File: config.mk
export PLATFORM = sky130hd
export DESIGN_NAME = bn_calc_pipe
export DESIGN_NICKNAME = d
export VERILOG_FILES = /design/src/verilog/bn_act_pkg.sv /design/src/verilog/bn_calc_pipe.sv
export SDC_FILE = /design/constraint.sdc
export NUM_CORES = 2
export LEC_CHECK = 0
export ABC_AREA = 1
export BUFFER_PORTS_ARGS = -buffer_cell sky130_fd_sc_hd__buf_2
export CAP_MARGIN = 0
export CORE_MARGIN = 4
export CORE_UTILIZATION = 60
export CTS_CLUSTER_SIZE = 16
export DETAILED_ROUTE_END_ITERATION = 16
export PLACE_DENSITY = 0.86
export SYNTH_ARGS = -nofsm -noshare
export SYNTH_HDL_FRONTEND = slang
export SYNTH_SLANG_ARGS = --single-unit
File: constraint.sdc
create_clock -name aclk -period 9.3 [get_ports aclk]
set_input_delay 1.86 -clock aclk [delete_from_list [all_inputs] [get_ports aclk]]
set_output_delay 1.86 -clock aclk [all_outputs]
set_load 0.05 [all_outputs]
File: src/verilog/bn_act_pkg.sv
////////////////////////////////////////
// widths and payload types of the BN stage
// PIPE_LAT must track the register stages of bn_calc_pipe
// CHN_W bounds the depth of the parameter table
////////////////////////////////////////
package bn_act_pkg;

	localparam int DATA_W = 32; // result value and each BN parameter
	localparam int PROD_W = 64; // full signed product
	localparam int ACCRC_W = 5; // quantization accuracy, shift 0 to 31
	localparam int CHN_W = 10; // output channel number
	localparam int PIPE_LAT = 4; // acceptance to FIFO write

	// signed result value
	typedef logic signed [DATA_W-1:0] data_t;

	// one table word, laid out as {B, A}
	typedef struct packed
	{
		data_t b;
		data_t a;
	} bn_param_t;

	// one result FIFO word
	typedef struct packed
	{
		logic last;
		data_t data;
	} fifo_entry_t;

endpackage

File: src/verilog/bn_calc_pipe.sv
////////////////////////////////////////
// y = ((x * A) >>> accrc) + B, low 32 bits kept
// fixed latency, never stalls, so s_ready_o only follows FIFO room
// bn_accrc_i and the two flags must be static while items are in flight
////////////////////////////////////////
`timescale 1ns/1ps

module bn_calc_pipe #(
	parameter int MAX_CHN_N = 1024 // parameter table depth
)(
	input logic aclk,
	input logic rst_n_i,

	// static configuration
	input logic [bn_act_pkg::ACCRC_W-1:0] bn_accrc_i,
	input logic bn_a_eq_1_i,
	input logic bn_b_eq_0_i,

	// input stream
	input logic s_valid_i,
	input bn_act_pkg::data_t s_data_i,
	input logic [bn_act_pkg::CHN_W-1:0] s_chn_i,
	input logic s_last_i,
	output logic s_ready_o,

	// FIFO reservation
	input logic has_room_i,
	output logic accept_o,

	// parameter table read port
	output logic prm_ren_o,
	output logic [$clog2(MAX_CHN_N)-1:0] prm_raddr_o,
	input bn_act_pkg::bn_param_t prm_rdata_i,

	// FIFO write
	output logic fifo_wen_o,
	output bn_act_pkg::fifo_entry_t fifo_wdata_o
);

	localparam int LAT = bn_act_pkg::PIPE_LAT;
	localparam int PW = bn_act_pkg::PROD_W;
	localparam int DW = bn_act_pkg::DATA_W;

	logic [LAT-1:0] vld_q; // bit k is valid of stage k
	bn_act_pkg::data_t val_q0;
	logic last_q0;
	logic last_q1;
	logic last_q2;
	logic signed [PW-1:0] prod_q1;
	logic signed [PW-1:0] prod_q2;
	bn_act_pkg::data_t b_q1;
	bn_act_pkg::data_t b_q2;
	logic signed [PW-1:0] shifted;

	assign s_ready_o = has_room_i;
	assign accept_o = s_valid_i & has_room_i;

	// table read goes out with the transfer, pair returns for stage 1
	assign prm_ren_o = accept_o;
	assign prm_raddr_o = s_chn_i[$clog2(MAX_CHN_N)-1:0];

	always_ff @(posedge aclk or negedge rst_n_i)
	begin
		if (!rst_n_i)
			vld_q <= '0;
		else
			vld_q <= {vld_q[LAT-2:0], accept_o};
	end

	// stage 0
	always_ff @(posedge aclk)
	begin
		if (accept_o)
		begin
			val_q0 <= s_data_i;
			last_q0 <= s_last_i;
		end
	end

	// stage 1 multiplies, or passes x when A is one
	always_ff @(posedge aclk)
	begin
		if (vld_q[0])
		begin
			if (bn_a_eq_1_i)
				prod_q1 <= PW'(val_q0);
			else
				prod_q1 <= PW'(val_q0) * PW'(prm_rdata_i.a);
			b_q1 <= bn_b_eq_0_i ? '0 : prm_rdata_i.b;
			last_q1 <= last_q0;
		end
	end

	// stage 2 retimes the product
	always_ff @(posedge aclk)
	begin
		if (vld_q[1])
		begin
			prod_q2 <= prod_q1;
			b_q2 <= b_q1;
			last_q2 <= last_q1;
		end
	end

	// arithmetic shift keeps the sign of the product
	assign shifted = bn_a_eq_1_i ? prod_q2 : (prod_q2 >>> bn_accrc_i);

	// stage 3
	always_ff @(posedge aclk)
	begin
		if (vld_q[2])
		begin
			fifo_wdata_o.data <= shifted[DW-1:0] + b_q2; // wraps to 32 bits
			fifo_wdata_o.last <= last_q2;
		end
	end

	assign fifo_wen_o = vld_q[LAT-1];

endmodule

# Yosys cells after proc, flatten, opt, wreduce, memory -nomap -nowiden

Index checks and enable logic that the tools add are counted.

Mux-type cells: 2
Multipliers: 1
Add/sub/neg operators: 1
Bitwise logic cells: 1
Shift operators: 1

Operators with widths:

| kind           | number |
|---|---|
| $mul 32x32->64 | 1 |
| $mux 64        | 1 |
| $sshr 64x5->32 | 1 |
| $add 32x32->32 | 1 |
| $mux 32        | 1 |
| $and 1x1->1    | 1 |

Bits in registers: 264
Input bits: 118
Output and inout bits: 47
Logic and storage cells: 17

# Longest topological paths before layout

Depth after elaboration: 3
Gate-level depth with buffers: 33
Gate-level depth less buffers: 31

# Worst setup path before layout

Ideal clock, no wire load.

Path type: input port to flip-flop
Start point: input prm_rdata_i[0] (netlist name)
End point: register prod_q1[58] (data pin)
Buffers on the path: 1
Library setup time: 264 ps
Path slack: 676 ps
Required time: 9036 ps
Arrival time: 8360 ps
Cell stages on the path: 25
Cell sequence: clkbuf_1 -> nand2_1 -> inv_1 -> ha_1 -> fa_1 -> fa_1 -> inv_1 -> fa_1 -> inv_1 -> fa_1 -> fa_1 -> inv_1 -> fa_1 -> inv_1 -> fa_1 -> ha_1 -> nand2_1 -> nor2_1 -> nand2_1 -> nor4_1 -> nand2_1 -> nand3_1 -> nand2_1 -> nand3_1 -> nand2_1

Longest elaborated chain between the ends: 2

Ends and longest elaborated chain:

| what                   | line               | text |
|---|---|---|
| start: declaration     | bn_calc_pipe.sv:33 | `input bn_act_pkg::bn_param_t prm_rdata_i,` |
| $mul 32x32->64         | bn_calc_pipe.sv:88 | `prod_q1 <= PW'(val_q0) * PW'(prm_rdata_i.a);` |
| $mux 64                | bn_calc_pipe.sv:85 | `if (bn_a_eq_1_i)` |
| end signal: assignment | bn_calc_pipe.sv:86 | `prod_q1 <= PW'(val_q0);` |
| end signal: assignment | bn_calc_pipe.sv:88 |  |
| end: declaration       | bn_calc_pipe.sv:49 | `logic signed [PW-1:0] prod_q1;` |

Every way passes these cells.
A chain may end at the register's enable or synchronous reset.

# Worst setup path after layout

Start point: input prm_rdata_i[10] (netlist name)
End point: register prod_q1[45] (data pin)

The elaborated chain is that of the path after synthesis.

==> flow_summary.json <==
{
  "status": "finished with violations",
  "violations": "max-capacitance violations, max-slew violations",
  "grt_pass1_wl_mm": 239.8,
  "cp_slowest_stage_delay_ns": 0.61,
  "worstSetupEndpointType": "flip-flop",
  "clkTransAtPathRegs_ns": 0.07,
  "min_path_cells": 0,
  "yosys.area.top_type_share_pct": 41.40,
  "cts_tree": "yes",
  "cts.sinks": 262,
  "fin_setup_tns_ns": 0,
  "ys_seq_area_share_pct": 15.11,
  "ys_types": 47,
  "hold_class": "flip-flop to flip-flop",
  "io_pins": 165,
  "synth_edf_count": 258,
  "fin_crit_ns": 8.750,
  "rr_worst_depth": 25,
  "cp_slowest_cell": "fa_1",
  "most-common-layout-cells": "1824 x nand2_1, 1676 x inv_1, 1074 x fa_1",
  "die_x_um": 302.2,
  "antenna_found_initial": 4,
  "timing.critical_path.arrival_ns": 9.05,
  "track_usage_pct": 33.61,
  "synth_area_um2": 51940,
  "start_kind": "input pin",
  "grt_max_degree": 66,
  "period_share_pct": 94.08,
  "area_growth_pct": 5.606,
  "hold_slack_ns": 0.3960,
  "mostFrequentLayoutCell": "nand2_1",
  "syn_nets": 7812,
  "detail_route.iter0.violations": 3829,
  "synthCells": 6407,
  "cts_resized": 0,
  "maxCapViolCount": 1,
  "grt_overflow": 0,
  "grt_pass1_vias": 45735,
  "cts_buffers": 28,
  "die_area_um2": 91330,
  "max_freq_mhz": 114.3,
  "rsz0062_at_grt": "false",
  "vias_per_cell": 5.567,
  "cts_buffer_depth": 3,
  "required_ns": 9.60,
  "die_h_um": 302.2,
  "core_area_um2": 85550,
  "ctsHoldBuffers": 0,
  "tightest_slew_ns": 1.512,
  "clock_latency_ns": 0.59,
  "final.setup_skew_ns": 0.02786,
  "drive_gt1_share_pct": 5.856,
  "portBuffers": 144,
  "async_reset_ff_share_pct": 1.527,
  "crit_fanout": 28,
  "yosysWarnings": 0,
  "finalHoldViolCount": 0,
  "relSlewSlack_pct": -0.8050,
  "crit_top_cell": "fa_1",
  "clockRootBuffer": "clkbuf_16",
  "crit_chain": "buf_2 -> nand2_1 -> fa_1 -> buf_4 -> inv_1 -> fa_1 -> inv_1 -> fa_1 -> fa_1 -> inv_1 -> fa_1 -> fa_1 -> fa_1 -> fa_1 -> ha_1 -> nand2_1 -> nor2_1 -> nand2_1 -> nor2_1 -> nand3_1 -> nand3_1 -> nand2_1 -> nand2_1 -> o21ai_1",
  "crit_type": "input pin to flip-flop",
  "avgSynthCellArea_um2": 8.106,
  "final_nets": 7821,
  "drtPass1Iterations": 6,
  "drtAntennaViolNets": 0,
  "htreeDepth": 1,
  "vias": 42215,
  "rows": 107,
  "ys_ff_latch": 262,
  "synth_area_leaders": "fa_1 41%, edfxtp_1 15%, nand2_1 13%, inv_1 12%, ha_1 5.1%",
  "setup_viol": 0,
  "dp_hpwl_mm": 122.4,
  "ys.flop_type": "edfxtp_1",
  "wl_mm": 147.6,
  "drc": 0,
  "place_congestion": 1.020,
  "start_util_pct": 60.71,
  "finalMaxSlewViolations": 20,
  "yosys.area.top_type": "fa_1",
  "postCtsSetupBuffers": 0,
  "avgRoutedWirePerCell_um": 19.47
}
==> flip-flops by register name (all words and copies together), names as in the netlist <==
| register | flops |
|---|---|
| vld_q | 4 |
| b_q1 | 32 |
| b_q2 | 32 |
| prod_q2 | 63 |
| last_q1 | 1 |
| fifo_wdata_o | 33 |
| last_q2 | 1 |
| prod_q1 | 63 |
| val_q0 | 32 |
| last_q0 | 1 |
==> worst max-delay path, delay by kind of cell <==
| family | cells | cell delay, ns |
|---|---|---|
| buffers and inverters | 5 | 0.91 |
| adder cells (fa/ha/maj) | 9 | 4.58 |
| AND/OR/NAND/NOR | 9 | 1.58 |
| AO/OA/AOI/OAI | 1 | 0.06 |
==> cell families after synthesis <==
| kind of cell | count (synthesis) | synth area share, % |
|---|---|---|
| AND/OR/NAND/NOR | 2435 | 18.68 |
| buffers and inverters | 1992 | 14.70 |
| adder cells (fa/ha/maj) | 1287 | 46.53 |
| AO/OA/AOI/OAI | 380 | 4.093 |
| flip-flops | 262 | 15.11 |
| XOR/XNOR | 40 | 0.6745 |
| multiplexers | 11 | 0.2120 |
==> layout make-up <==
class | count | area, µm²
multi-input cells | 4153 | 36460
fillers | 6833 | 30700
flip-flops and latches | 262 | 7855
inverters | 1681 | 6310
repair buffers | 290 | 1879
well taps | 1144 | 1431
clock buffers | 32 | 715.7
clock inverters | 20 | 200.2
diodes | 1 | 2.502
==> Yosys cell counts (2+ instances only) <==
cell type  count
a21boi_0       4
a21o_1         9
a21oi_1      120
a21oi_2        3
a31oi_1       18
and2_1         3
buf_1         11
buf_2         21
buf_4         17
buf_6          9
clkbuf_1     253
dfrtp_1        4
edfxtp_1     258
fa_1        1074
ha_1         213
inv_1       1678
inv_2          3
mux2i_1       11
nand2_1     1824
nand3_1      255
nand3_2        5
nand3b_1       2
nand4_1       21
nor2_1       262
nor2_2         6
nor3_1        18
nor4_1         4
o211ai_1      19
o21a_1        13
o21ai_0      113
o21ai_1       53
o21ai_2        4
o21bai_1      14
o31ai_1        6
or2_0          2
or2_1         13
or2_2         16
xnor2_1       17
xor2_1        23
==> through the flow <==
step / cells / instance area [µm²] / util [%] / setup WS, ns
global route: 7582 / 54850 / 64.11 / 0.2644
finish: 7583 / 54850 / 64.11 / 0.5504
CTS: 7582 / 54850 / 64.11 / 0.6712
floorplan: 6407 / 51940 / - / 0.6763
detailed placement: 7530 / 53930 / 63.04 / 0.08244
global placement: 7530 / 53930 / 63.04 / 0.1092
==> worst paths after layout <==
kind	from	to	slack (ns)
setup reg to reg	val_q0[14]	prod_q1[45]	0.97
max in group asynchronous	rst_n_i	vld_q[0]	8.10
hold reg to reg	prod_q1[21]	prod_q2[21]	0.40
setup / recovery	prm_rdata_i[10]	prod_q1[45]	0.55
min in group asynchronous	rst_n_i	vld_q[3]	1.06
hold / removal	prod_q1[21]	prod_q2[21]	0.40
==> per-layer routing <==
metal	global-route usage [%]	share of wire (%)	vias up
met5	0	0	-
met4	14.21	5.3	0
met3	7.299	11	565
met2	56.12	47	2494
met1	42.77	36	20559
li1	-	-	18597
Power is not shown: default switching activity piles up to over one toggle a cycle in this logic, so the estimate is an artifact.
