[src/verilog/sdp_ram.sv]
////////////////////////////////////////
// one write port, one registered read port
// rdata_o holds its value while ren_i is low
// DEPTH should be a power of two
////////////////////////////////////////
`timescale 1ns/1ps

module sdp_ram #(
	parameter type elem_t = logic [31:0],
	parameter int DEPTH = 16
)(
	input logic aclk,

	// port A
	input logic wen_i,
	input logic [$clog2(DEPTH)-1:0] waddr_i,
	input elem_t wdata_i,

	// port B
	input logic ren_i,
	input logic [$clog2(DEPTH)-1:0] raddr_i,
	output elem_t rdata_o
);

	elem_t mem [DEPTH];

	always_ff @(posedge aclk)
	begin
		if (wen_i)
			mem[waddr_i] <= wdata_i;
	end

	// one cycle read latency
	always_ff @(posedge aclk)
	begin
		if (ren_i)
			rdata_o <= mem[raddr_i];
	end

endmodule
[config.mk]
export PLATFORM = sky130hd
export DESIGN_NAME = sdp_ram
export DESIGN_NICKNAME = d
export VERILOG_FILES = /design/src/verilog/sdp_ram.sv
export SDC_FILE = /design/constraint.sdc
export NUM_CORES = 1
export LEC_CHECK = 0
export ABC_AREA = 1
export ABC_CLOCK_PERIOD_IN_PS = 7750
export BUFFER_PORTS_ARGS = -buffer_cell sky130_fd_sc_hd__buf_2
export CAP_MARGIN = 5
export CORE_ASPECT_RATIO = 0.6
export CORE_MARGIN = 4
export CORE_UTILIZATION = 60
export CTS_BUF_LIST = sky130_fd_sc_hd__clkbuf_8
export DETAILED_ROUTE_END_ITERATION = 10
export PLACE_DENSITY = 0.77
export SLEW_MARGIN = 20
export SYNTH_ARGS = -nofsm -noshare
export SYNTH_HDL_FRONTEND = slang
export SYNTH_SLANG_ARGS = --single-unit
[constraint.sdc]
create_clock -name aclk -period 7.75 [get_ports aclk]
set_input_delay 2.325 -clock aclk [delete_from_list [all_inputs] [get_ports aclk]]
set_output_delay 2.325 -clock aclk [all_outputs]
set_load 0.01 [all_outputs]
* Word level (Yosys, flattened, before mapping)
Memory sizes are Yosys's and may differ from the RTL's. A register that Yosys moved wholly into a read port is not among the register bits.
Index checks and enable logic that the tools add are counted.
** Cells by class
- Muxes and demuxes :: 2
** Operator list (number)
- 2-to-1 mux 1 bit :: 2
** Word-level totals
- Logic and storage cells :: 3
- Memories kept :: 1
- Memory bits (writable) :: 512
- Output and inout bits :: 32
- Register bits after elaboration :: 0
** Memory list
- mem :: words 16, width 32, read ports 1, clocked after memory_dff 1, write ports 1, RTL line 25 : elem_t mem [DEPTH];

* Logic depth before layout (Yosys ltp)
Gate-level depths: netlist (run 1).
- Depth after elaboration :: 2
- Gate-level depth with buffers :: 10

* Least setup slack after synthesis (run 1)
No wires, ideal clock.
- Path type :: input-to-reg
- Start :: input port waddr_i[2]
- End :: memory mem[10][0] (netlist bit) (enable)
- Arrival :: 3897 ps
- Required time :: 7329 ps
- Setup slack :: 3432 ps
- Stages :: 2
- Cell sequence :: nand3b_1 nor2_1
** RTL lines
- from (decl) :: RTL line 16 : input logic [$clog2(DEPTH)-1:0] waddr_i,
- to (decl) :: RTL line 25
No word-level cell before the write port.

==> impl_metrics.py, run 1 <==
metrics = {
    "floorplanning": {
        "start_util": 0.610,
        "die-area_um2": 41700,
        "coreArea_um2": 37800,
        "die-width_um": 261,
        "num_io_pins": 75,
        "die_h_um": 160,
        "rows": 55,
    },
    "clock_tree": {
        "cts_tree": "done",
        "cts-buffers-inserted": 76,
        "cts_hold_buf": 0,
        "clk_latency_ps": 630,
        "htreeDepth": 3,
        "cts-root-buf": "clkbuf_8",
        "postCtsSetupRepairBufs": 0,
        "cts_resized": 0,
        "clock-sinks": 544,
        "clk_pin_slew_ps": 70,
        "cts_max_path_buffers": 3,
    },
    "worst_setup_path": {
        "worst_ep_arrival_time_ps": 4620,
        "cp_max_fo": 130,
        "crit_start": "raddr_i[0]",
        "start_kind": "primary input",
        "end_kind": "flip-flop",
        "cp_slowest_cell": "inv_6",
        "rr_startpoint": "mem[1][17]$_DFFE_PP_",
        "slowest_delay_ps": 750,
        "cp_common_cell": "nand3_1",
        "path_cells": "buf_6, inv_6, buf_12, nand2_1, nand3_1, nand3_1, nand3_1, nand2_1",
        "worstSetupPathType": "primary input to flip-flop",
        "cp.required_ps": 8130,
    },
    "synth": {
        "synth_cells": 2120,
        "netlist_top_cells_count": "nand2_1 (677), edfxtp_1 (544), inv_1 (388)",
        "synth.most_common_cell": "nand2_1",
        "async_flop_share": 0,
        "synth_edf_count": 544,
        "synth_seq_area_share": 0.709,
        "synth_nets": 2163,
        "synth_area_um2": 23100,
        "synth_flop_cell": "edfxtp_1",
        "synth.area.top_cells": "edfxtp_1 (71%), nand2_1 (11%), nand3_1 (8.4%)",
        "synth_area_leader_cell": "edfxtp_1",
        "synthDistinctLibCells": 14,
        "synth_top_area_share": 0.709,
        "ys_ff_latch": 544,
        "yosys_warnings": 0,
        "syn_avg_cell_area_um2": 10.9,
    },
    "routing": {
        "drt_iter0_markers": 1927,
        "wl_um": 52600,
        "num_vias": 15000,
        "drtAntennaViolNets": 0,
        "wl_per_cell_um": 19.0,
        "dr.pass1.iters": 6,
        "drcViolationCount": 0,
        "via_per_inst": 5.41,
    },
    "timing": {
        "finClkSkew_ps": 16.5,
        "rsz0062_at_grt": "no",
        "finalMaxSlewViolations": 0,
        "fin_hold_ws_ps": 727,
        "setup_ws_ps": 3510,
        "fmax_mhz": 236,
        "period_share": 0.547,
        "worst_pin_slew_ps": 1140,
        "setup_viol": 0,
        "finalCriticalPeriod_ps": 4240,
        "tns_ps": 0,
        "final_hold_viol_count": 0,
        "worst_slew_margin_rel": 0.240,
    },
    "finish": {
        "final_util": 0.662,
        "syn_to_final_growth_pct": 8.52,
        "drive_gt1_frac": 0.0933,
        "fin_nets": 2235,
    },
    "power": {
        "finalPower_mw": 5.69,
        "power_density_nw_per_um2": 227,
        "ir_drop_mv": 0.177,
        "p_leak_nw": 10.7,
    },
    "global_route": {
        "grt_antenna_before_repair": 5,
        "grt_pass1_vias": 14200,
        "grt_pass1_wl_um": 81000,
        "grtUsageTotal": 0.254,
        "grt_max_degree": 131,
        "grt_overflow": 0,
    },
    "placement": {
        "gp_congestion": 0.812,
        "dp_hpwl_um": 25600,
        "numPortBuffers": 74,
        "post-place-ws_ps": 2970,
    },
    "flow_run": {
        "cap_violations": 0,
    },
    "min_path": {
        "hp-class": "flip-flop to flip-flop",
        "worstHoldStart": "mem[11][1]$_DFFE_PP_",
    },
    "status": {
        "status": "finished, final reports clean",
    },
}
## stage by stage
step           std cells  area, µm²
2_1_floorplan       2120      23100
3_3_place_gp        2627      23700
3_5_place_dp        2627      23700
4_1_cts             2763      25000
5_1_grt             2764      25000
6_report            2764      25000
## per-layer routing
metal  vias to the layer above  global-route usage  share of wire
li1                       7018                   -              -
met1                      7042               0.368           0.42
met2                       754               0.389           0.45
met3                       133              0.0556          0.096
met4                         8              0.0853          0.030
met5                         -                   0        0.00086
## layout make-up
cell class | count | area (µm²)
clock buffers | 77 | 1060
well taps | 513 | 642
fillers | 2831 | 12800
clock inverters | 59 | 255
flip-flops and latches | 544 | 16300
repair buffers | 99 | 579
multi-input cells | 1081 | 4670
diodes | 1 | 2.50
inverters | 390 | 1470
## critical path: cells and delay by family
family / cells / cell delay [ps]
buffers and inverters: 3 / 1490
and+or+nand+nor: 5 / 550
## layout by cell type (no fill, tap or decap), drive strengths merged
cell type	count
buf	99
diode	1
clkinv	38
nand3	385
inv	405
clkinvlp	6
nand3b	2
clkbuf	77
edfxtp	544
nor2	17
nand2	677
## sequential cells by signal (all words and copies together), names as in the netlist
| signal | count |
|---|---|
| mem | 512 |
| rdata_o | 32 |
## path summary, 6_finish.rpt
check	cells past startpoint	end	slack, ps
max	8	rdata_o[4]$_DFFE_PP_	3510
min	6	rdata_o[1]$_DFFE_PP_	730
max reg2reg	6	rdata_o[17]$_DFFE_PP_	6530
min reg2reg	6	rdata_o[1]$_DFFE_PP_	730
## cells by family (layout without fill, tap and decap cells)
kind of cell           Yosys count  in the layout  synth area share
DFF                            544            544             0.709
buffers and inverters          495            625            0.0941
other                            0              1                 0
and+or+nand+nor               1081           1081             0.197
## where the power goes
group,switching (mW),leakage [nW],total (mW),internal (mW)
logic,0.264,4.99,0.362,0.0970
clock network,1.06,0.715,1.99,0.928
registers,0.0189,4.94,3.33,3.31
(Power assumes the default switching activity.)
==> run 2: changes to the inputs <==
--- a/config.mk
+++ b/config.mk
@@ -6,15 +6,15 @@
 export NUM_CORES = 1
 export LEC_CHECK = 0
 export ABC_AREA = 1
-export ABC_CLOCK_PERIOD_IN_PS = 7750
+export ABC_CLOCK_PERIOD_IN_PS = 3700
 export BUFFER_PORTS_ARGS = -buffer_cell sky130_fd_sc_hd__buf_2
 export CAP_MARGIN = 5
 export CORE_ASPECT_RATIO = 0.6
 export CORE_MARGIN = 4
-export CORE_UTILIZATION = 60
+export CORE_UTILIZATION = 58
 export CTS_BUF_LIST = sky130_fd_sc_hd__clkbuf_8
 export DETAILED_ROUTE_END_ITERATION = 10
-export PLACE_DENSITY = 0.77
+export PLACE_DENSITY = 0.78
 export SLEW_MARGIN = 20
 export SYNTH_ARGS = -nofsm -noshare
 export SYNTH_HDL_FRONTEND = slang
==> constraint.sdc (replaced) <==
create_clock -name aclk -period 3.7 [get_ports aclk]
set_input_delay 1.11 -clock aclk [delete_from_list [all_inputs] [get_ports aclk]]
set_output_delay 1.11 -clock aclk [all_outputs]
set_load 0.01 [all_outputs]
==> run 2 against run 1 <==
Register-to-register slack lost 4200 ps. Core utilization shrank 1.2 points. First-iteration DRC count increased by 4.8%. Routed wire length is 8.5% higher. Global-route usage grew 1.4 points. Die area rose by 3.3%. Clock power up 130%. Non-clock buffer count increased by 23. Via count is 2.2% higher. Total power increased by 120%. Sequential power up 110%. Worst setup slack worse by 2200 ps.
==> impl_metrics.py, run 2 (synthesis results as in run 1) <==
metrics = {
    "timing": {
        "fin_hold_ws_ps": 740,
        "final_hold_viol_count": 0,
        "tns_ps": 0,
        "worst_slew_margin_rel": 0.404,
        "rsz0062_at_grt": "no",
        "finClkSkew_ps": 24.4,
        "finalMaxSlewViolations": 0,
        "setup_viol": 0,
        "period_share": 0.649,
        "worst_pin_slew_ps": 894,
        "fmax_mhz": 416,
        "finalCriticalPeriod_ps": 2400,
    },
    "worst_setup_path": {
        "slowest_delay_ps": 470,
        "end_kind": "output port",
        "regToRegEndpoint": "rdata_o[14]$_DFFE_PP_",
        "cp_slowest_cell": "edfxtp_1",
        "cp_max_fo": 1,
        "r2r_slack_ps": 2370,
        "cp.required_ps": 2590,
        "crit_buf_inv": 1,
        "worst_ep_arrival_time_ps": 1290,
        "cp.depth": 1,
        "worstSetupPathType": "flip-flop to output port",
        "path_cells": "buf_2",
        "start_kind": "flip-flop",
        "reg2reg_depth": 6,
        "rr_startpoint": "mem[9][14]$_DFFE_PP_",
        "crit_family": "flip-flops",
    },
    "clock_tree": {
        "htreeDepth": 3,
        "cts_max_path_buffers": 3,
        "cts_hold_buf": 0,
        "clock-sinks": 544,
        "cts-root-buf": "clkbuf_8",
        "cts_tree": "done",
        "cts_resized": 0,
        "postCtsSetupRepairBufs": 0,
        "clk_latency_ps": 650,
        "cts-buffers-inserted": 78,
        "clk_pin_slew_ps": 60,
    },
    "global_route": {
        "grt_antenna_before_repair": 3,
        "grt_max_degree": 129,
        "grtUsageTotal": 0.268,
        "grt_overflow": 0,
        "grt_pass1_vias": 14800,
        "grt_pass1_wl_um": 87300,
    },
    "floorplanning": {
        "coreArea_um2": 39200,
        "rows": 56,
        "die-area_um2": 43100,
        "die_h_um": 162,
        "num_io_pins": 75,
        "die-width_um": 265,
        "start_util": 0.589,
    },
    "placement": {
        "numPortBuffers": 74,
        "post_dp_cell_area_um2": 24000,
        "gp_congestion": 0.850,
        "dp_hpwl_um": 33400,
    },
    "min_path": {
        "holdPathEnd": "rdata_o[3]$_DFFE_PP_",
        "hp-class": "flip-flop to flip-flop",
        "hold_depth": 6,
        "worstHoldStart": "mem[11][3]$_DFFE_PP_",
    },
    "finish": {
        "largest_register_ffs": 512,
        "final_cell_mix": "nand2_1 (677), edfxtp_1 (544), inv_1 (407)",
        "antenna_cells": 0,
        "final_util": 0.650,
        "top_register": "mem",
        "final_common_cell": "nand2_1",
        "drive_gt1_frac": 0.107,
        "fin_nets": 2260,
        "top_regs": "mem: 512 flops, rdata_o: 32 flops",
        "post-route-cell-area_um2": 25500,
        "fillCellCount": 2872,
        "syn_to_final_growth_pct": 10.5,
    },
    "routing": {
        "wl_um": 57100,
        "drcViolationCount": 0,
        "drtAntennaViolNets": 0,
        "drt_iter0_markers": 2020,
        "dr.pass1.iters": 5,
        "wl_per_cell_um": 20.4,
        "num_vias": 15300,
        "via_per_inst": 5.47,
    },
    "power": {
        "p_leak_nw": 10.9,
        "finalPower_mw": 12.4,
        "ir_drop_mv": 0.390,
        "power_density_nw_per_um2": 486,
    },
    "status": {
        "status": "finished, final reports clean",
    },
    "flow_run": {
        "cap_violations": 0,
    },
}
[run 2: changes by cell type in the layout (fill, tap and decap cells not counted), sizes merged]
cell / previous run / this run
clkinv: 38 / 28
buf: 99 / 122
bufinv: 0 / 3
inv: 405 / 411
clkbuf: 77 / 81
diode: 1 / 0
clkinvlp: 6 / 5
[run 2: final cells by class]
cell class,count,area [µm²],area share
sequential,544,16300,0.642
multi-input combinational,1081,4670,0.183
inverter,390,1470,0.0578
clock buffer,81,1110,0.0438
timing repair buffer,122,890,0.0349
tap,522,653,0.0256
clock inverter,57,332,0.0130
[run 2: worst max path at each step]
stage / from / end / slack (ps)
global placement: waddr_i[2] / mem[9][10]$_DFFE_PP_ / 810
detailed placement: waddr_i[2] / mem[9][13]$_DFFE_PP_ / 800
global route: rdata_o[27]$_DFFE_PP_ / rdata_o[27] / 1240
floorplan: waddr_i[2] / mem[10][0]$_DFFE_PP_ / 600
finish: rdata_o[27]$_DFFE_PP_ / rdata_o[27] / 1300
CTS: rdata_o[27]$_DFFE_PP_ / rdata_o[27] / 1260
[run 2: where the power goes]
part           switching, mW  internal (mW)
Sequential            0.0419           6.94
Clock                   2.28           2.25
Combinational          0.632          0.228
Total                   2.95           9.42
[run 2: routing by layer]
layer,GRT usage,wire (µm)
met3,0.0726,6930
met2,0.400,25500
met5,0,17
met1,0.392,23300
met4,0.0828,1390
[run 2: through the flow]
stage,worst slack (ps),std cells
final,1300,2797
after global routing,1240,2797
after CTS,1260,2797
after detailed placement,803,2659
after global placement,814,2659
after floorplan,597,2120
==> run 3: changes to the inputs <==
--- a/config.mk
+++ b/config.mk
@@ -6,7 +6,7 @@
 export NUM_CORES = 1
 export LEC_CHECK = 0
 export ABC_AREA = 1
-export ABC_CLOCK_PERIOD_IN_PS = 3700
+export ABC_CLOCK_PERIOD_IN_PS = 2000
 export BUFFER_PORTS_ARGS = -buffer_cell sky130_fd_sc_hd__buf_2
 export CAP_MARGIN = 5
 export CORE_ASPECT_RATIO = 0.6
==> constraint.sdc (replaced) <==
create_clock -name aclk -period 2 [get_ports aclk]
set_input_delay 0.6 -clock aclk [delete_from_list [all_inputs] [get_ports aclk]]
set_output_delay 0.6 -clock aclk [all_outputs]
set_load 0.01 [all_outputs]
==> run 3 against run 2 <==
Sequential power rose by 85%. Critical path type unchanged. Highest routed layer unchanged. Largest power group unchanged. Sequential share of layout area decreased by 1.2 points. Hold slack worse by 410 ps. First-iteration DRC count fell by 11%. Core utilization is 1.2 points higher.
==> impl_metrics.py, run 3 (synthesis results as in run 1) <==
metrics = {
    "finish": {
        "fin_nets": 2286,
        "largest_register_ffs": 512,
        "final_common_cell": "nand2_1",
        "drive_gt1_frac": 0.111,
        "final_cells": 2820,
        "top_register": "mem",
        "final_util": 0.662,
        "final_cell_mix": "nand2_1 (677), edfxtp_1 (544), inv_1 (417)",
        "syn_to_final_growth_pct": 12.5,
        "top_regs": "mem: 512 flops, rdata_o: 32 flops",
        "antenna_cells": 0,
    },
    "status": {
        "status": "finished, final reports clean",
    },
    "floorplanning": {
        "num_io_pins": 75,
        "rows": 56,
        "die_h_um": 162,
        "coreArea_um2": 39200,
        "start_util": 0.589,
        "die-area_um2": 43100,
        "die-width_um": 265,
    },
    "power": {
        "power_density_nw_per_um2": 863,
        "swShare": 0.234,
        "p_leak_nw": 11.1,
        "clock_power_share": 0.352,
        "p_seq_frac": 0.578,
        "power_frac_comb": 0.071,
        "netSwitchingPower_mw": 5.24,
        "ir_drop_mv": 0.558,
        "internal_power_mw": 17.1,
    },
    "worst_setup_path": {
        "worst_ep_arrival_time_ps": 1330,
        "worstSetupPathType": "flip-flop to output port",
        "start_kind": "flip-flop",
        "cp.required_ps": 1400,
        "slowest_delay_ps": 500,
        "cp_slowest_cell": "edfxtp_1",
        "reg2reg_depth": 6,
        "crit_buf_inv": 1,
        "path_cells": "buf_2",
        "cp.depth": 1,
        "end_kind": "output port",
        "crit_family": "flip-flops",
        "cp_max_fo": 1,
    },
    "clock_tree": {
        "htreeDepth": 3,
        "cts-root-buf": "clkbuf_8",
        "cts_hold_buf": 0,
        "cts-buffers-inserted": 76,
        "cts_resized": 0,
        "clk_pin_slew_ps": 70,
        "postCtsSetupRepairBufs": 0,
        "clk_latency_ps": 640,
        "cts_max_path_buffers": 3,
        "clock-sinks": 544,
        "cts_tree": "done",
    },
    "timing": {
        "finalMaxSlewViolations": 0,
        "finalCriticalPeriod_ps": 1930,
        "final_hold_viol_count": 0,
        "finClkSkew_ps": 15.9,
        "worst_pin_slew_ps": 571,
        "setup_ws_ps": 73.0,
        "fmax_mhz": 519,
        "worst_slew_margin_rel": 0.619,
        "fin_hold_ws_ps": 333,
        "period_share": 0.963,
        "rsz0062_at_grt": "no",
        "tns_ps": 0,
        "setup_viol": 0,
    },
    "min_path": {
        "hold_depth": 1,
        "hp-class": "primary input to flip-flop",
    },
    "routing": {
        "wl_per_cell_um": 19.2,
        "drtAntennaViolNets": 0,
        "wl_um": 54200,
        "drt_iter0_markers": 1802,
        "via_per_inst": 5.43,
        "dr.pass1.iters": 7,
        "drcViolationCount": 0,
        "num_vias": 15300,
    },
    "placement": {
        "post-place-ws_ps": 70.4,
        "dp.cells": 2687,
        "gp_congestion": 0.820,
        "dp_hpwl_um": 30300,
        "numPortBuffers": 74,
    },
    "global_route": {
        "gr-max-usage-layer": "met2",
        "grt_max_degree": 65,
        "grtUsageMet1": 0.364,
        "grt_antenna_before_repair": 3,
        "use_met3": 0.0563,
        "grt_pass1_wl_um": 84100,
        "grtUsageMet2": 0.404,
        "grt_overflow": 0,
        "grtUsageTotal": 0.255,
        "grt_pass1_vias": 14900,
    },
    "flow_run": {
        "cap_violations": 0,
    },
}
[run 3: cell count changes in the layout (fill, tap and decap cells not counted), sizes merged]
cell and change:
buf +28, bufinv -2, clkbuf -2, clkinv -10, clkinvlp -2, inv +11
[run 3: layout make-up]
| cell class | count | area (µm²) |
|---|---|---|
| clock buffers | 79 | 1090 |
| clock inverters | 54 | 251 |
| fillers | 2828 | 13200 |
| inverters | 390 | 1470 |
| multi-input cells | 1081 | 4670 |
| flip-flops and latches | 544 | 16300 |
| well taps | 522 | 653 |
| repair buffers | 150 | 1460 |
[run 3: stage by stage]
step / area, µm² / power [mW]
6_report: 25900 / 22.4
5_1_grt: 25900 / 23.2
4_1_cts: 25900 / 22.5
3_5_place_dp: 24600 / 14.7
3_3_place_gp: 24600 / 14.7
2_1_floorplan: 23100 / 14.0
[run 3: path summary, 6_finish.rpt]
check | from | to | slack (ps)
worst max-delay path | rdata_o[19]$_DFFE_PP_ | rdata_o[19] | 70
worst max register to register | mem[15][29]$_DFFE_PP_ | rdata_o[29]$_DFFE_PP_ | 760
worst min register to register | mem[2][23]$_DFFE_PP_ | rdata_o[23]$_DFFE_PP_ | 730
worst min-delay path | wdata_i[11] | mem[15][11]$_DFFE_PP_ | 330
[run 3: metal layers]
metal / share of wire / wire (µm)
met1: 0.41 / 22100
met2: 0.46 / 25100
met3: 0.11 / 5830
met4: 0.022 / 1180
met5: 0.00063 / 34
[run 3: power by group through the flow]
stage,Sequential [mW],Clock [mW],Combinational (mW)
after global placement,13.1,0,1.52
after global routing,12.9,8.56,1.74
final,12.9,7.87,1.58
after CTS,12.9,7.97,1.58
after detailed placement,13.2,0,1.57
after floorplan,13.2,0,0.878
