<file path="src/verilog/bn_act_pkg.sv">
////////////////////////////////////////
// widths and payload types of the BN stage
// PIPE_LAT must track the register stages of bn_calc_pipe
// CHN_W bounds the depth of the parameter table
////////////////////////////////////////
package bn_act_pkg;

	localparam int DATA_W = 32; // result value and each BN parameter
	localparam int PROD_W = 64; // full signed product
	localparam int ACCRC_W = 5; // quantization accuracy, shift 0 to 31
	localparam int CHN_W = 10; // output channel number
	localparam int PIPE_LAT = 4; // acceptance to FIFO write

	// signed result value
	typedef logic signed [DATA_W-1:0] data_t;

	// one table word, laid out as {B, A}
	typedef struct packed
	{
		data_t b;
		data_t a;
	} bn_param_t;

	// one result FIFO word
	typedef struct packed
	{
		logic last;
		data_t data;
	} fifo_entry_t;

endpackage

</file>
<file path="src/verilog/res_fifo.sv">
////////////////////////////////////////
// FIFO_DEPTH must be a power of two
// room is reserved at input acceptance, so writes never overflow
// RAM output register plus m_data_o form a two-word prefetch
////////////////////////////////////////
`timescale 1ns/1ps

module res_fifo #(
	parameter int FIFO_DEPTH = 16
)(
	input logic aclk,
	input logic rst_n_i,

	// reservation
	input logic accept_i,
	output logic has_room_o,

	// write side
	input logic wen_i,
	input bn_act_pkg::fifo_entry_t wdata_i,

	// output stream
	output logic m_valid_o,
	output bn_act_pkg::data_t m_data_o,
	output logic m_last_o,
	input logic m_ready_i
);

	localparam int AW = $clog2(FIFO_DEPTH);
	localparam logic [AW:0] FULL_CNT = FIFO_DEPTH[AW:0];

	logic [AW-1:0] wptr;
	logic [AW-1:0] rptr;
	logic [AW:0] stored_cnt; // words held in the RAM array
	logic [AW:0] credit_cnt; // accepted but not yet popped
	logic ren;
	logic rd_vld; // RAM output register holds a word
	logic out_load;
	logic pop;
	bn_act_pkg::fifo_entry_t rdata;

	assign pop = m_valid_o & m_ready_i;
	assign out_load = rd_vld & (~m_valid_o | m_ready_i);
	assign ren = (stored_cnt != '0) & (~rd_vld | out_load);
	assign has_room_o = credit_cnt < FULL_CNT;

	sdp_ram #(
		.elem_t(bn_act_pkg::fifo_entry_t),
		.DEPTH(FIFO_DEPTH)
	) store_ram_inst (
		.aclk(aclk),
		.wen_i(wen_i),
		.waddr_i(wptr),
		.wdata_i(wdata_i),
		.ren_i(ren),
		.raddr_i(rptr),
		.rdata_o(rdata)
	);

	always_ff @(posedge aclk or negedge rst_n_i)
	begin
		if (!rst_n_i)
			credit_cnt <= '0;
		else if (accept_i & ~pop)
			credit_cnt <= credit_cnt + 1'b1;
		else if (pop & ~accept_i)
			credit_cnt <= credit_cnt - 1'b1;
	end

	always_ff @(posedge aclk or negedge rst_n_i)
	begin
		if (!rst_n_i)
		begin
			wptr <= '0;
			rptr <= '0;
			stored_cnt <= '0;
		end
		else
		begin
			if (wen_i)
				wptr <= wptr + 1'b1; // wraps at FIFO_DEPTH
			if (ren)
				rptr <= rptr + 1'b1;
			if (wen_i & ~ren)
				stored_cnt <= stored_cnt + 1'b1;
			else if (ren & ~wen_i)
				stored_cnt <= stored_cnt - 1'b1;
		end
	end

	always_ff @(posedge aclk or negedge rst_n_i)
	begin
		if (!rst_n_i)
		begin
			rd_vld <= 1'b0;
			m_valid_o <= 1'b0;
		end
		else
		begin
			if (ren)
				rd_vld <= 1'b1;
			else if (out_load)
				rd_vld <= 1'b0;

			if (out_load)
				m_valid_o <= 1'b1;
			else if (pop)
				m_valid_o <= 1'b0;
		end
	end

	// output payload changes only on a load, so held data stays stable
	always_ff @(posedge aclk)
	begin
		if (out_load)
		begin
			m_data_o <= rdata.data;
			m_last_o <= rdata.last;
		end
	end

endmodule

</file>
<file path="src/verilog/sdp_ram.sv">
////////////////////////////////////////
// one write port, one registered read port
// rdata_o holds its value while ren_i is low
// DEPTH should be a power of two
////////////////////////////////////////
`timescale 1ns/1ps

module sdp_ram #(
	parameter type elem_t = logic [31:0],
	parameter int DEPTH = 16
)(
	input logic aclk,

	// port A
	input logic wen_i,
	input logic [$clog2(DEPTH)-1:0] waddr_i,
	input elem_t wdata_i,

	// port B
	input logic ren_i,
	input logic [$clog2(DEPTH)-1:0] raddr_i,
	output elem_t rdata_o
);

	elem_t mem [DEPTH];

	always_ff @(posedge aclk)
	begin
		if (wen_i)
			mem[waddr_i] <= wdata_i;
	end

	// one cycle read latency
	always_ff @(posedge aclk)
	begin
		if (ren_i)
			rdata_o <= mem[raddr_i];
	end

endmodule
</file>
<file path="config.mk">
export PLATFORM = sky130hd
export DESIGN_NAME = res_fifo
export DESIGN_NICKNAME = d
export VERILOG_FILES = /design/src/verilog/bn_act_pkg.sv /design/src/verilog/res_fifo.sv /design/src/verilog/sdp_ram.sv
export SDC_FILE = /design/constraint.sdc
export NUM_CORES = 1
export LEC_CHECK = 0
export BUFFER_PORTS_ARGS = -buffer_cell sky130_fd_sc_hd__buf_2
export CORE_MARGIN = 8
export CORE_UTILIZATION = 65
export DETAILED_ROUTE_END_ITERATION = 6
export GPL_TIMING_DRIVEN = 0
export PLACE_DENSITY_LB_ADDON = 0.15
export SLEW_MARGIN = 20
export SYNTH_ARGS = -nofsm -noshare
export SYNTH_HDL_FRONTEND = slang
export SYNTH_SLANG_ARGS = --single-unit
</file>
<file path="constraint.sdc">
create_clock -name aclk -period 11.1 [get_ports aclk]
set_input_delay 0.555 -clock aclk [delete_from_list [all_inputs] [get_ports aclk]]
set_output_delay 0.555 -clock aclk [all_outputs]
set_load 0.03 [all_outputs]
</file>
Yosys cells after proc, flatten, opt, wreduce, memory -nomap -nowiden
Memories as Yosys holds them, arrays and structs flattened. A register that Yosys moved wholly into a read port is not among the register bits.
Cells that the tools add are included.
- output and inout bits: 35
- bits in writable memories: 528
- bits of input ports: 38
- register bits: 53
- memories kept: 1
- memories (name ; depth ; width ; read ports ; clocked after Yosys merged registers in ; wr ports ; line ; source):
    store_ram_inst.mem ; 16 ; 33 ; 1 ; 1 ; 1 ; sdp_ram.sv:25 ; elem_t mem [DEPTH];
- reductions and logical operators: 5
- bitwise gates (word level): 15
- $add $sub $neg: 6
- mux-type cells: 10
- order comparisons: 1
- operators with widths (kind ; number):
    5-bit two-way mux ; 4
    5-bit by 1-bit adder with 5-bit output (second input constant) ; 2
    5-bit by 1-bit subtractor with 5-bit output (second input constant) ; 2
    4-bit by 1-bit adder with 4-bit output (second input constant) ; 2
    2-bit nonzero test ; 4
    1-bit AND ; 7
    1-bit two-way mux ; 6
    1-bit inverter ; 6
    5-bit < comparator (second input constant) ; 1
    5-bit nonzero test ; 1
    1-bit bitwise OR ; 2

Depth between registers and ports, before layout
Gate-level depths: netlist (run 1).
- depth in word-level cells: 8
- depth in mapped cells: 9

By module
Synthesis (run 1) repeated with hierarchy kept, for this count alone.
- cells, all modules: 988
- area total of the unflattened synthesis: 23013.3 µm²
- by module, submodules not included (module ; seq. area each (µm²) ; times used ; area each (µm²) ; cells each):
    sdp_ram ; 16846.2 ; 1 ; 20961.4 ; 864
    res_fifo ; 1491.4 ; 1 ; 2052.0 ; 124

Worst setup path after synthesis (run 1)
No wires, ideal clock.
- path type: input -> register
- from: input wen_i
- to: memory store_ram_inst.mem[7][0] (netlist bit) (enable)
- slack: 7.168 ns
- data arrival time: 3.461 ns
- stages on the path: 3
- setup time: 0.471 ns
- data required time: 10.629 ns
- cell sequence: clkbuf_1 -> nand2_1 -> nor3b_1
- longest elaborated chain between the ends: 2
- RTL lines (what ; line ; source):
    from (decl) ; res_fifo.sv:19 ; input logic wen_i,
    1-bit two-way mux ; sdp_ram.sv:29 ; if (wen_i)
    1-bit two-way mux (implied by the code) ; sdp_ram.sv:30 ; mem[waddr_i] <= wdata_i;
    to (decl) ; sdp_ram.sv:25 ;
Every way passes these cells.

Final worst setup path (run 1)
- from: register stored_cnt[0]
- to: register stored_cnt[4]
- longest elaborated chain between the ends: 5
- elaborated cells between the ends (all ways): 10
- classes of those cells: 2 x add/sub; 2 x mux; 4 x bitwise; 2 x reduce/logical
- RTL lines (what ; line ; source):
    from (decl) ; res_fifo.sv:34 ; logic [AW:0] stored_cnt;
    from (signal assigned) ; res_fifo.sv:85 ; stored_cnt <= stored_cnt + 1'b1;
    from (signal assigned) ; res_fifo.sv:87 ; stored_cnt <= stored_cnt - 1'b1;
    branches (longest 5 deep; another with 5-bit by 1-bit subtractor with 5-bit output) ; -- ;
Parallel ways; which one is timed is not known. The select of a mux whose other input is x is not followed.
A chain may end at the register's enable or synchronous reset.

==> run summary, run 1 <==
Counting cells, the worst reg-to-reg path comes to 9. The dominant cell type by area after synthesis was edfxtp_1. The setup check on the worst reg-to-reg path leaves a slack of 8.24 ns.

Die outline height: 207.3 µm. Beginning of the worst hold path: m_ready_i. Critical path launch point type: a flop. The tools report the maximum vdd drop as 0.1781 mV. In this run the worst path has a maximum fanout of 5. The number of endpoints with negative hold slack in the final report was 0. For the via count, the log shows 11,650. The worst setup path category is flop to flop.

The worst hold path was traced through 3 stages. Yosys mapped a number of flops with a built-in enable equal to 594. The mean post-synth cell area came out at 20.89 µm². Entering global routing, the biggest net connects 37 pins. The logs give 25,230 µm² for the placed cell area and 30.77% for the routing usage on met1. The gate family responsible for the most delay along the worst path is adder cells.

Count of warnings emitted by yosys: 0. The tools report the count of mapped cells out of synthesis as 1,139. After clock tree synthesis, the repair step resized 0 gates. By area the synthesized netlist is led by edfxtp_1 75%, mux4_2 6.2%, mux2i_1 5.6%, dfrtp_1 2.1%, a221oi_2 2.1%. The worst hold-check path type was input port to flop. The number of different library cells used by synthesis comes to 40. The tree is rooted in a clkbuf_16. The post-route standard cell area excluding fillers is 27,100 µm², and the first-pass iteration count of the detailed router is 7. The run gives 0.60 ns as the insertion delay to the later sink of the worst-skew pair. The repair_antennas step left the layout with diodes totalling 0. The synthesized design devotes to its leading area cell type 74.96% of total area. In this run the power density over the cells is 264.0 nW/µm². For the boundary pin count, the log shows 73. The number of setup violations in the final report was 0. The core region is 36,350 µm². The HPWL after detailed placement is 30,720 µm. The cell with the biggest individual delay on the critical path is or4_4. Global routing consumed, over all layers together, 22.69% of the routing resources.

In this run the tightest slew margin relative to its limit is 26.99%. Yosys instantiated no cell more often than edfxtp_1. The net count of the finished layout is 1,351. The analysis attributes to cell leakage a power of 9.344 nW. The data arrival time of the worst path is 3.38 ns. The portion of the clock cycle consumed by the worst path in the final layout is 25.74%, and the mean routed wirelength per cell is 26.72 µm.

The logs give 0 for the initial antenna violation count and 3.774% for the met3 track demand over resource in global routing. The endpoint identified for the worst register-to-register timing path is stored_cnt[4]$_DFFE_PN0P_. The largest single stage delay on the critical path is 0.58 ns. Input and output buffers added on the ports amount to 72. Sorting the synthesized cells by how often they occur yields 594 x edfxtp_1, 134 x mux2i_1, 66 x mux4_2. In the global route stage, met2 resource usage came out at 37.76%.

Counting flops with an async set or reset pin after synthesis yields a share of 3.257%. The tools report the max-slew violation count as 0. The via count of the first global-routing pass is 12,050, and the via-per-instance ratio is 6.419.

The H-tree was split into 2 levels. At the worst endpoint, the required time is 11.63 ns. The site row count was 70; the transition time at the pin with the least slew margin was 1.094 ns. Most used flip-flop cell after synthesis: edfxtp_1.

For the starting utilization of the core area, the log shows 65.47%. The worst register-to-register path begins at stored_cnt[0]$_DFFE_PN0P_. The total overflow left after global routing is 0.

The maximum buffer depth of the clock tree was 3. The sum of routed wire length over all layers is 48,500 µm, and the fraction of layout instances using a drive strength above 1 is 25.76%. Routability-driven placement finished with a final weighted congestion of 0.7725. After the flow finishes, the layout carries non-filler instances totaling 1,815. The tools report the synthesized net count as 1,192.

The first-pass GRT wire length is 73,610 µm, and the final worst clock skew is 0.01363 ns. Clock tree synthesis inserted a total of 58 buffers. Setup repair after global routing left no endpoint under its margin. The maximum clock rate is 350.0 MHz.

The CTS sink count came out at 614. The post-route setup TNS is 0 ns, and the final critical path time including I/O delays and setup is 2.858 ns. Walking the worst path, the cells encountered are or4_4, o21ai_4, ha_1, inv_1, fa_1, a21o_1, a21oi_1, mux2i_1, xnor2_1. The post-synth design cell area is 23,800 µm². Sequential elements use 77.06% of the synthesized area. The count of buffering cells on the critical path with inverters included came out at 1. Count of placed standard cells including taps: 1,705. TritonCTS built the clock tree.

The post-synthesis register bit count works out to 614. The area added between synthesis and finish works out to 13.88%. The clock input transition at the sequential cells of the worst setup and hold paths works out to 0.06 ns.

After the first detailed-routing iteration, the DRC count stood at 1,057. After detailed routing, the number of remaining DRC violations is 0. The layer flagged by global routing as most heavily used is met2. For the area enclosed by the die boundary, the log shows 42,990 µm².

The max-cap check violation count came out at 0. Type of destination of the critical path: a flop. The run finished with clean final reports. The die is 207.3 µm wide. The hold path endpoint was m_valid_o$_DFFE_PN0P_. The count of antenna-violating nets left after detailed routing was 0.
[registers in the layout (all words and copies together) (netlist names)]
signal,flops
wptr,4
stored_cnt,5
m_valid_o,1
rptr,4
store_ram_inst.rdata_o,33
m_last_o,1
store_ram_inst.mem,528
m_data_o,32
credit_cnt,5
rd_vld,1
[logic make-up after synthesis]
group,after synthesis,synth area share (%)
flip-flops,614,77.06
multiplexers,202,11.98
AO/OA/AOI/OAI,146,5.416
AND/OR/NAND/NOR,80,1.656
buffers and inverters,68,2.519
adder cells (fa/ha/maj),15,0.8518
XOR/XNOR,14,0.5153
[worst reg2reg max path, stage by stage (launching register included)]
cell	delay (ns)
dfrtp_1	0.43
or4_4	0.58
o21ai_4	0.26
ha_1	0.23
inv_1	0.12
fa_1	0.43
a21o_1	0.18
a21oi_1	0.19
mux2i_1	0.24
xnor2_1	0.13
[power by group]
part / internal (mW) / leakage [nW] / switching, mW
sequential: 2.94 / 5.64 / 0.0910
combinational: 0.897 / 2.80 / 1.31
clock: 1.09 / 0.902 / 0.816
total: 4.93 / 9.34 / 2.22
[worst max-delay path by stage]
stage / start / end / slack [ns] / cells past startpoint
2_1_floorplan: wen_i / store_ram_inst.mem[7][0]$_DFFE_PP_ / 7.17 / 3
3_3_place_gp: wen_i / store_ram_inst.mem[11][9]$_DFFE_PP_ / 4.39 / 4
3_5_place_dp: stored_cnt[0]$_DFFE_PN0P_ / stored_cnt[4]$_DFFE_PN0P_ / 8.27 / 9
4_1_cts: stored_cnt[0]$_DFFE_PN0P_ / stored_cnt[4]$_DFFE_PN0P_ / 8.23 / 9
5_1_grt: stored_cnt[0]$_DFFE_PN0P_ / stored_cnt[4]$_DFFE_PN0P_ / 8.09 / 9
6_report: stored_cnt[0]$_DFFE_PN0P_ / stored_cnt[4]$_DFFE_PN0P_ / 8.24 / 9
[layout by cell type, fill, tap and decap left out, types with 2 or more instances in the layout]
cell | netlist | layout
a221oi_2 | 33 | 33
nand2b_1 | 2 | 2
o21ai_1 | 4 | 4
ha_1 | 13 | 13
buf_6 | 14 | 15
dfrtp_1 | 20 | 20
nor3b_2 | 0 | 2
and2_2 | 0 | 10
clkbuf_8 | 0 | 4
buf_2 | 11 | 83
a21o_1 | 4 | 4
clkbuf_16 | 0 | 61
clkinv_2 | 0 | 11
a22oi_1 | 33 | 33
a21oi_1 | 4 | 4
mux2i_1 | 134 | 134
a221oi_1 | 33 | 33
bufinv_16 | 0 | 3
clkinv_1 | 0 | 14
edfxtp_1 | 594 | 594
inv_1 | 6 | 6
buf_4 | 5 | 16
buf_16 | 0 | 11
clkinvlp_4 | 0 | 5
buf_12 | 12 | 15
and3_2 | 0 | 3
nand2_1 | 46 | 46
mux4_2 | 66 | 66
clkbuf_1 | 18 | 29
xor2_1 | 3 | 3
fa_1 | 2 | 2
nor2_1 | 7 | 7
xnor2_1 | 11 | 11
mux2_1 | 2 | 2
o21ai_0 | 34 | 34
[layout make-up]
class,instances,area [µm²]
buffer,61,573.1
clock buffer,76,1623
clock inverter,33,235.2
fill,2014,9249
inverter,7,26.28
multi-input combinational,457,4891
sequential,614,18340
tap,468,585.6
timing repair buffer,99,827.0
[layer usage]
metal	up-vias	part of all wire (%)
met2	454	50
li1	5031	-
met1	6083	42
met5	-	0
met4	0	2.3
met3	82	6.4
[metrics by stage]
step / total power [mW] / util [%] / worst slack, ns / hold WS (ns)
after CTS: 7.208 / 74.55 / 8.227 / 0.2494
after global routing: 7.444 / 74.55 / 8.085 / 0.2905
after detailed placement: 5.291 / 69.41 / 8.267 / 0.4045
after floorplan: 4.607 / - / 7.168 / 0.2594
after global placement: 5.175 / 68.07 / 4.392 / 0.4003
final: 7.153 / 74.55 / 8.242 / 0.2740
[what timing repair did]
item | 4_1_cts | 5_1_grt
endpoints found under the hold margin | 20 | 0
setup buffers | 0 | 0
hold buffers | 1 | 0
No activity file was read; power rests on OpenSTA's default activity.
==> inputs of run 2 (changes only) <==
CORE_UTILIZATION = 56   (was 65)
clock period = 2.5 ns   (was 11.1 ns; I/O delays follow)
==> run summary, run 2 (synthesis gave the netlist of run 1 again) <==
The die outline height is 222.1 µm (+7.1%), and the area enclosed by the die boundary is 49,340 µm² (+15%). The tools report the maximum buffer depth of the clock tree as 3 (unchanged). The final weighted congestion in routability-driven placement is 0.7378 (-4.5%). In the layout the commonest cells are 594 x edfxtp_1, 134 x mux2i_1, 83 x buf_2. The post-route setup TNS was 0 ns (unchanged). The run gives 30,280 µm (-1.4%) as the detailed placement HPWL. The tools report the number of H-tree levels as 2 (unchanged).

Sum of routed wire length over all layers: 49,500 µm (+2.1%). The placed cell area came out at 25,250 µm² (about the same). For the combinational power share, the log shows 31.2% (+0.3 points). The tools report the share of total power in sequential cells as 42.6% (+0.2 points). For the via count, the log shows 11,550 (-0.84%). The run gives 26.2% (-0.5 points) as the part of the power in the clock network. The worst setup path is launched from a flop. For the normalized max-slew margin, the log shows 33.23% (+6.2 points). The maximum clock rate is 407.6 MHz (+16%), and the core footprint is 41,950 µm² (+15%). The logs give 0.05 ns (-8.20 ns) for the register-to-register setup slack and 75 (+7.1%) for the site row count.

For the antenna diode count, the log shows 0 (unchanged). The number of DRC markers in iteration 0 came out at 952 (-9.9%). The total power density per cell area was 1151 nW/µm² (+340%); the net switching fraction of the power was 31.12% (+0.10 points).

The reported net switching power is 9.825 mW (+340%). The worst reg2reg path depth is 9 (unchanged), and the boundary pin count is 73 (unchanged). The final worst clock skew was 0.01409 ns (+0.0004568 ns). The insertion delay to the later sink of the worst-skew pair was 0.60 ns (about the same); the via-per-instance ratio was 6.023 (-6.2%).

The required time at the endpoint of the critical path was 3.02 ns (-8.61 ns); the clock input transition at the sequential cells of the worst setup and hold paths was 0.07 ns (about the same). Initial antenna violation count: 1 (+1). Count of antenna-violating nets left after detailed routing: 0 (unchanged). The maximum fanout count along the critical path was 5 (unchanged); the starting utilization of the core area was 56.73% (-8.7 points). The portion of the clock cycle consumed by the worst path in the final layout was 98.14% (+72 points). The first-pass iteration count of the detailed router was 7 (unchanged). The worst setup path is of the flop to flop kind. The most common cell after layout, fill and taps aside was edfxtp_1.

The maximum vdd drop is 0.6746 mV (+280%). The via count of the first global-routing pass came out at 11,820 (-2.0%). The flow ran to the end, and the final reports show no timing, DRC or antenna violations. The data arrival time of the worst path is 2.98 ns (-0.40 ns), and the post-route standard cell area excluding fillers is 27,440 µm² (+1.2%). The worst setup path is captured at a flop. The final-layout worst hold slack was 0.03270 ns (-0.2413 ns); the final critical path time including I/O delays and setup was 2.453 ns (-0.4041 ns). Number of endpoints with negative hold slack in the final report: 0 (unchanged). The number of input and output port buffers inserted is 72 (unchanged). In this run the critical register-to-register path is launched from stored_cnt[4]$_DFFE_PN0P_. The pre-CTS setup slack was -0.2208 ns (-8.488 ns). Worst hold-check path type: input port to async pin. The final cell count without fillers was 1,918 (+5.7%); the max-slew violation count was 0 (unchanged). The overflow left after global routing came out at 0 (unchanged). The clock buffer count from CTS is 58 (unchanged). In the final layout, the registers with the most flip-flops are store_ram_inst.mem x528, store_ram_inst.rdata_o x33, m_data_o x32. Setup repair after global routing could not meet its margin everywhere.

For the max-cap check violation count, the log shows 0 (unchanged). For the first-pass GRT wire length, the log shows 74,090 µm (+0.65%). The CTS sink count was 614 (unchanged). The transition time at the pin with the least slew margin came out at 1.002 ns (-0.09198 ns). The endpoint identified for the worst register-to-register timing path is stored_cnt[4]$_DFFE_PN0P_. The cell sitting at the root of the clock tree is a clkbuf_16. The leakage component of the power was 9.432 nW (+0.94%); the count of placed standard cells including taps was 1,770 (+3.8%). The chip width came out at 222.1 µm (+7.1%). The number of setup violations in the final report is 0 (unchanged). The residual DRC count was 0 (unchanged); the net count reported at finish was 1,382 (+2.3%).

TritonCTS built the clock tree. Mean routed wirelength per cell: 25.81 µm (-3.4%). Compared with the post-synthesis result, the final layout area differs by 15.30%. The number of flip-flops in the largest register was 528 (unchanged); the combined global-route utilization of all metal layers was 20.04% (-2.6 points). More flip-flops sit in one register than any other, and that register is store_ram_inst.mem. The fraction of layout instances using a drive strength above 1 came out at 24.58% (-1.2 points).

The maximum number of pins on one net before global-route repair is 37 (unchanged). For the internal power, the log shows 21.75 mW (+340%). For the slack of the critical path, the log shows 0.04657 ns (-8.196 ns).
==> run 2: cell count changes in the layout (fill, tap and decap cells not counted), moves of 3 or more <==
cell           before  now
buf_8               1    6
clkbuf_8            4    0
dlygate4sd3_1       1   35
buf_4              16    8
and2_4              1    4
buf_12             15   20
and2_2             10    7
clkinvlp_4          5    1
clkbuf_1           29   37
buf_6              15   18
buf_16             11    3
==> run 2: worst max-delay path, stage by stage, from the launching register on <==
cell	delay (ns)
dfrtp_1	0.39
or4_4	0.56
o21ai_4	0.17
ha_4	0.17
inv_4	0.05
fa_2	0.35
a21o_1	0.17
a21oi_2	0.14
mux2i_1	0.23
xnor2_1	0.14
==> run 2: cell type report <==
| cell class | count | area, µm² |
|---|---|---|
| sequential | 614 | 18340 |
| fill | 2763 | 14510 |
| timing repair buffer | 130 | 1096 |
| clock inverter | 29 | 182.7 |
| multi-input combinational | 457 | 4932 |
| inverter | 7 | 31.28 |
| buffer | 61 | 579.3 |
| clock buffer | 81 | 1602 |
| tap | 539 | 674.4 |
==> run 2: per-layer routing <==
layer / track usage [%] / share of wire, % / vias up
li1: - / - / 5100
met3: 3.359 / 6.1 / 81
met2: 32.19 / 48 / 366
met5: 0 / 0.026 / -
met4: 6.222 / 2.4 / 2
met1: 28.03 / 43 / 6003
==> run 2: through the flow <==
| step | total power [mW] | utilization [%] |
|---|---|---|
| finish | 31.58 | 65.40 |
| floorplan | 20.46 | - |
| global placement | 23.21 | 59.24 |
| global route | 32.91 | 65.40 |
| CTS | 31.86 | 65.34 |
| detailed placement | 23.56 | 60.20 |
==> run 2: how the worst max path moves through the flow <==
| stage | end | depth (start not counted) | startpoint |
|---|---|---|---|
| final | stored_cnt[4]$_DFFE_PN0P_ | 9 | stored_cnt[4]$_DFFE_PN0P_ |
| after global routing | stored_cnt[4]$_DFFE_PN0P_ | 9 | stored_cnt[3]$_DFFE_PN0P_ |
| after CTS | store_ram_inst.mem[7][9]$_DFFE_PP_ | 6 | wptr[0]$_DFFE_PN0P_ |
| after detailed placement | stored_cnt[4]$_DFFE_PN0P_ | 9 | stored_cnt[4]$_DFFE_PN0P_ |
| after global placement | store_ram_inst.mem[11][9]$_DFFE_PP_ | 4 | wen_i |
| after floorplan | store_ram_inst.mem[7][0]$_DFFE_PP_ | 3 | wptr[0]$_DFFE_PN0P_ |
==> run 2: power by group through the flow <==
stage	Combinational (mW)	Sequential, mW	Clock (mW)
3_5_place_dp	9.89	13.7	0
5_1_grt	10.6	13.6	8.79
4_1_cts	9.97	13.5	8.41
2_1_floorplan	6.49	14.0	0
3_3_place_gp	9.54	13.7	0
6_report	9.85	13.5	8.27
==> run 2: timing repair <==
action / CTS / global route
resized for setup: 3 / 4
endpoints found under the hold margin: 550 / 0
hold buffers: 35 / 0
setup endpoints to repair: 2 / 45
setup buffers: 1 / 2
pin swaps: 2 / 1
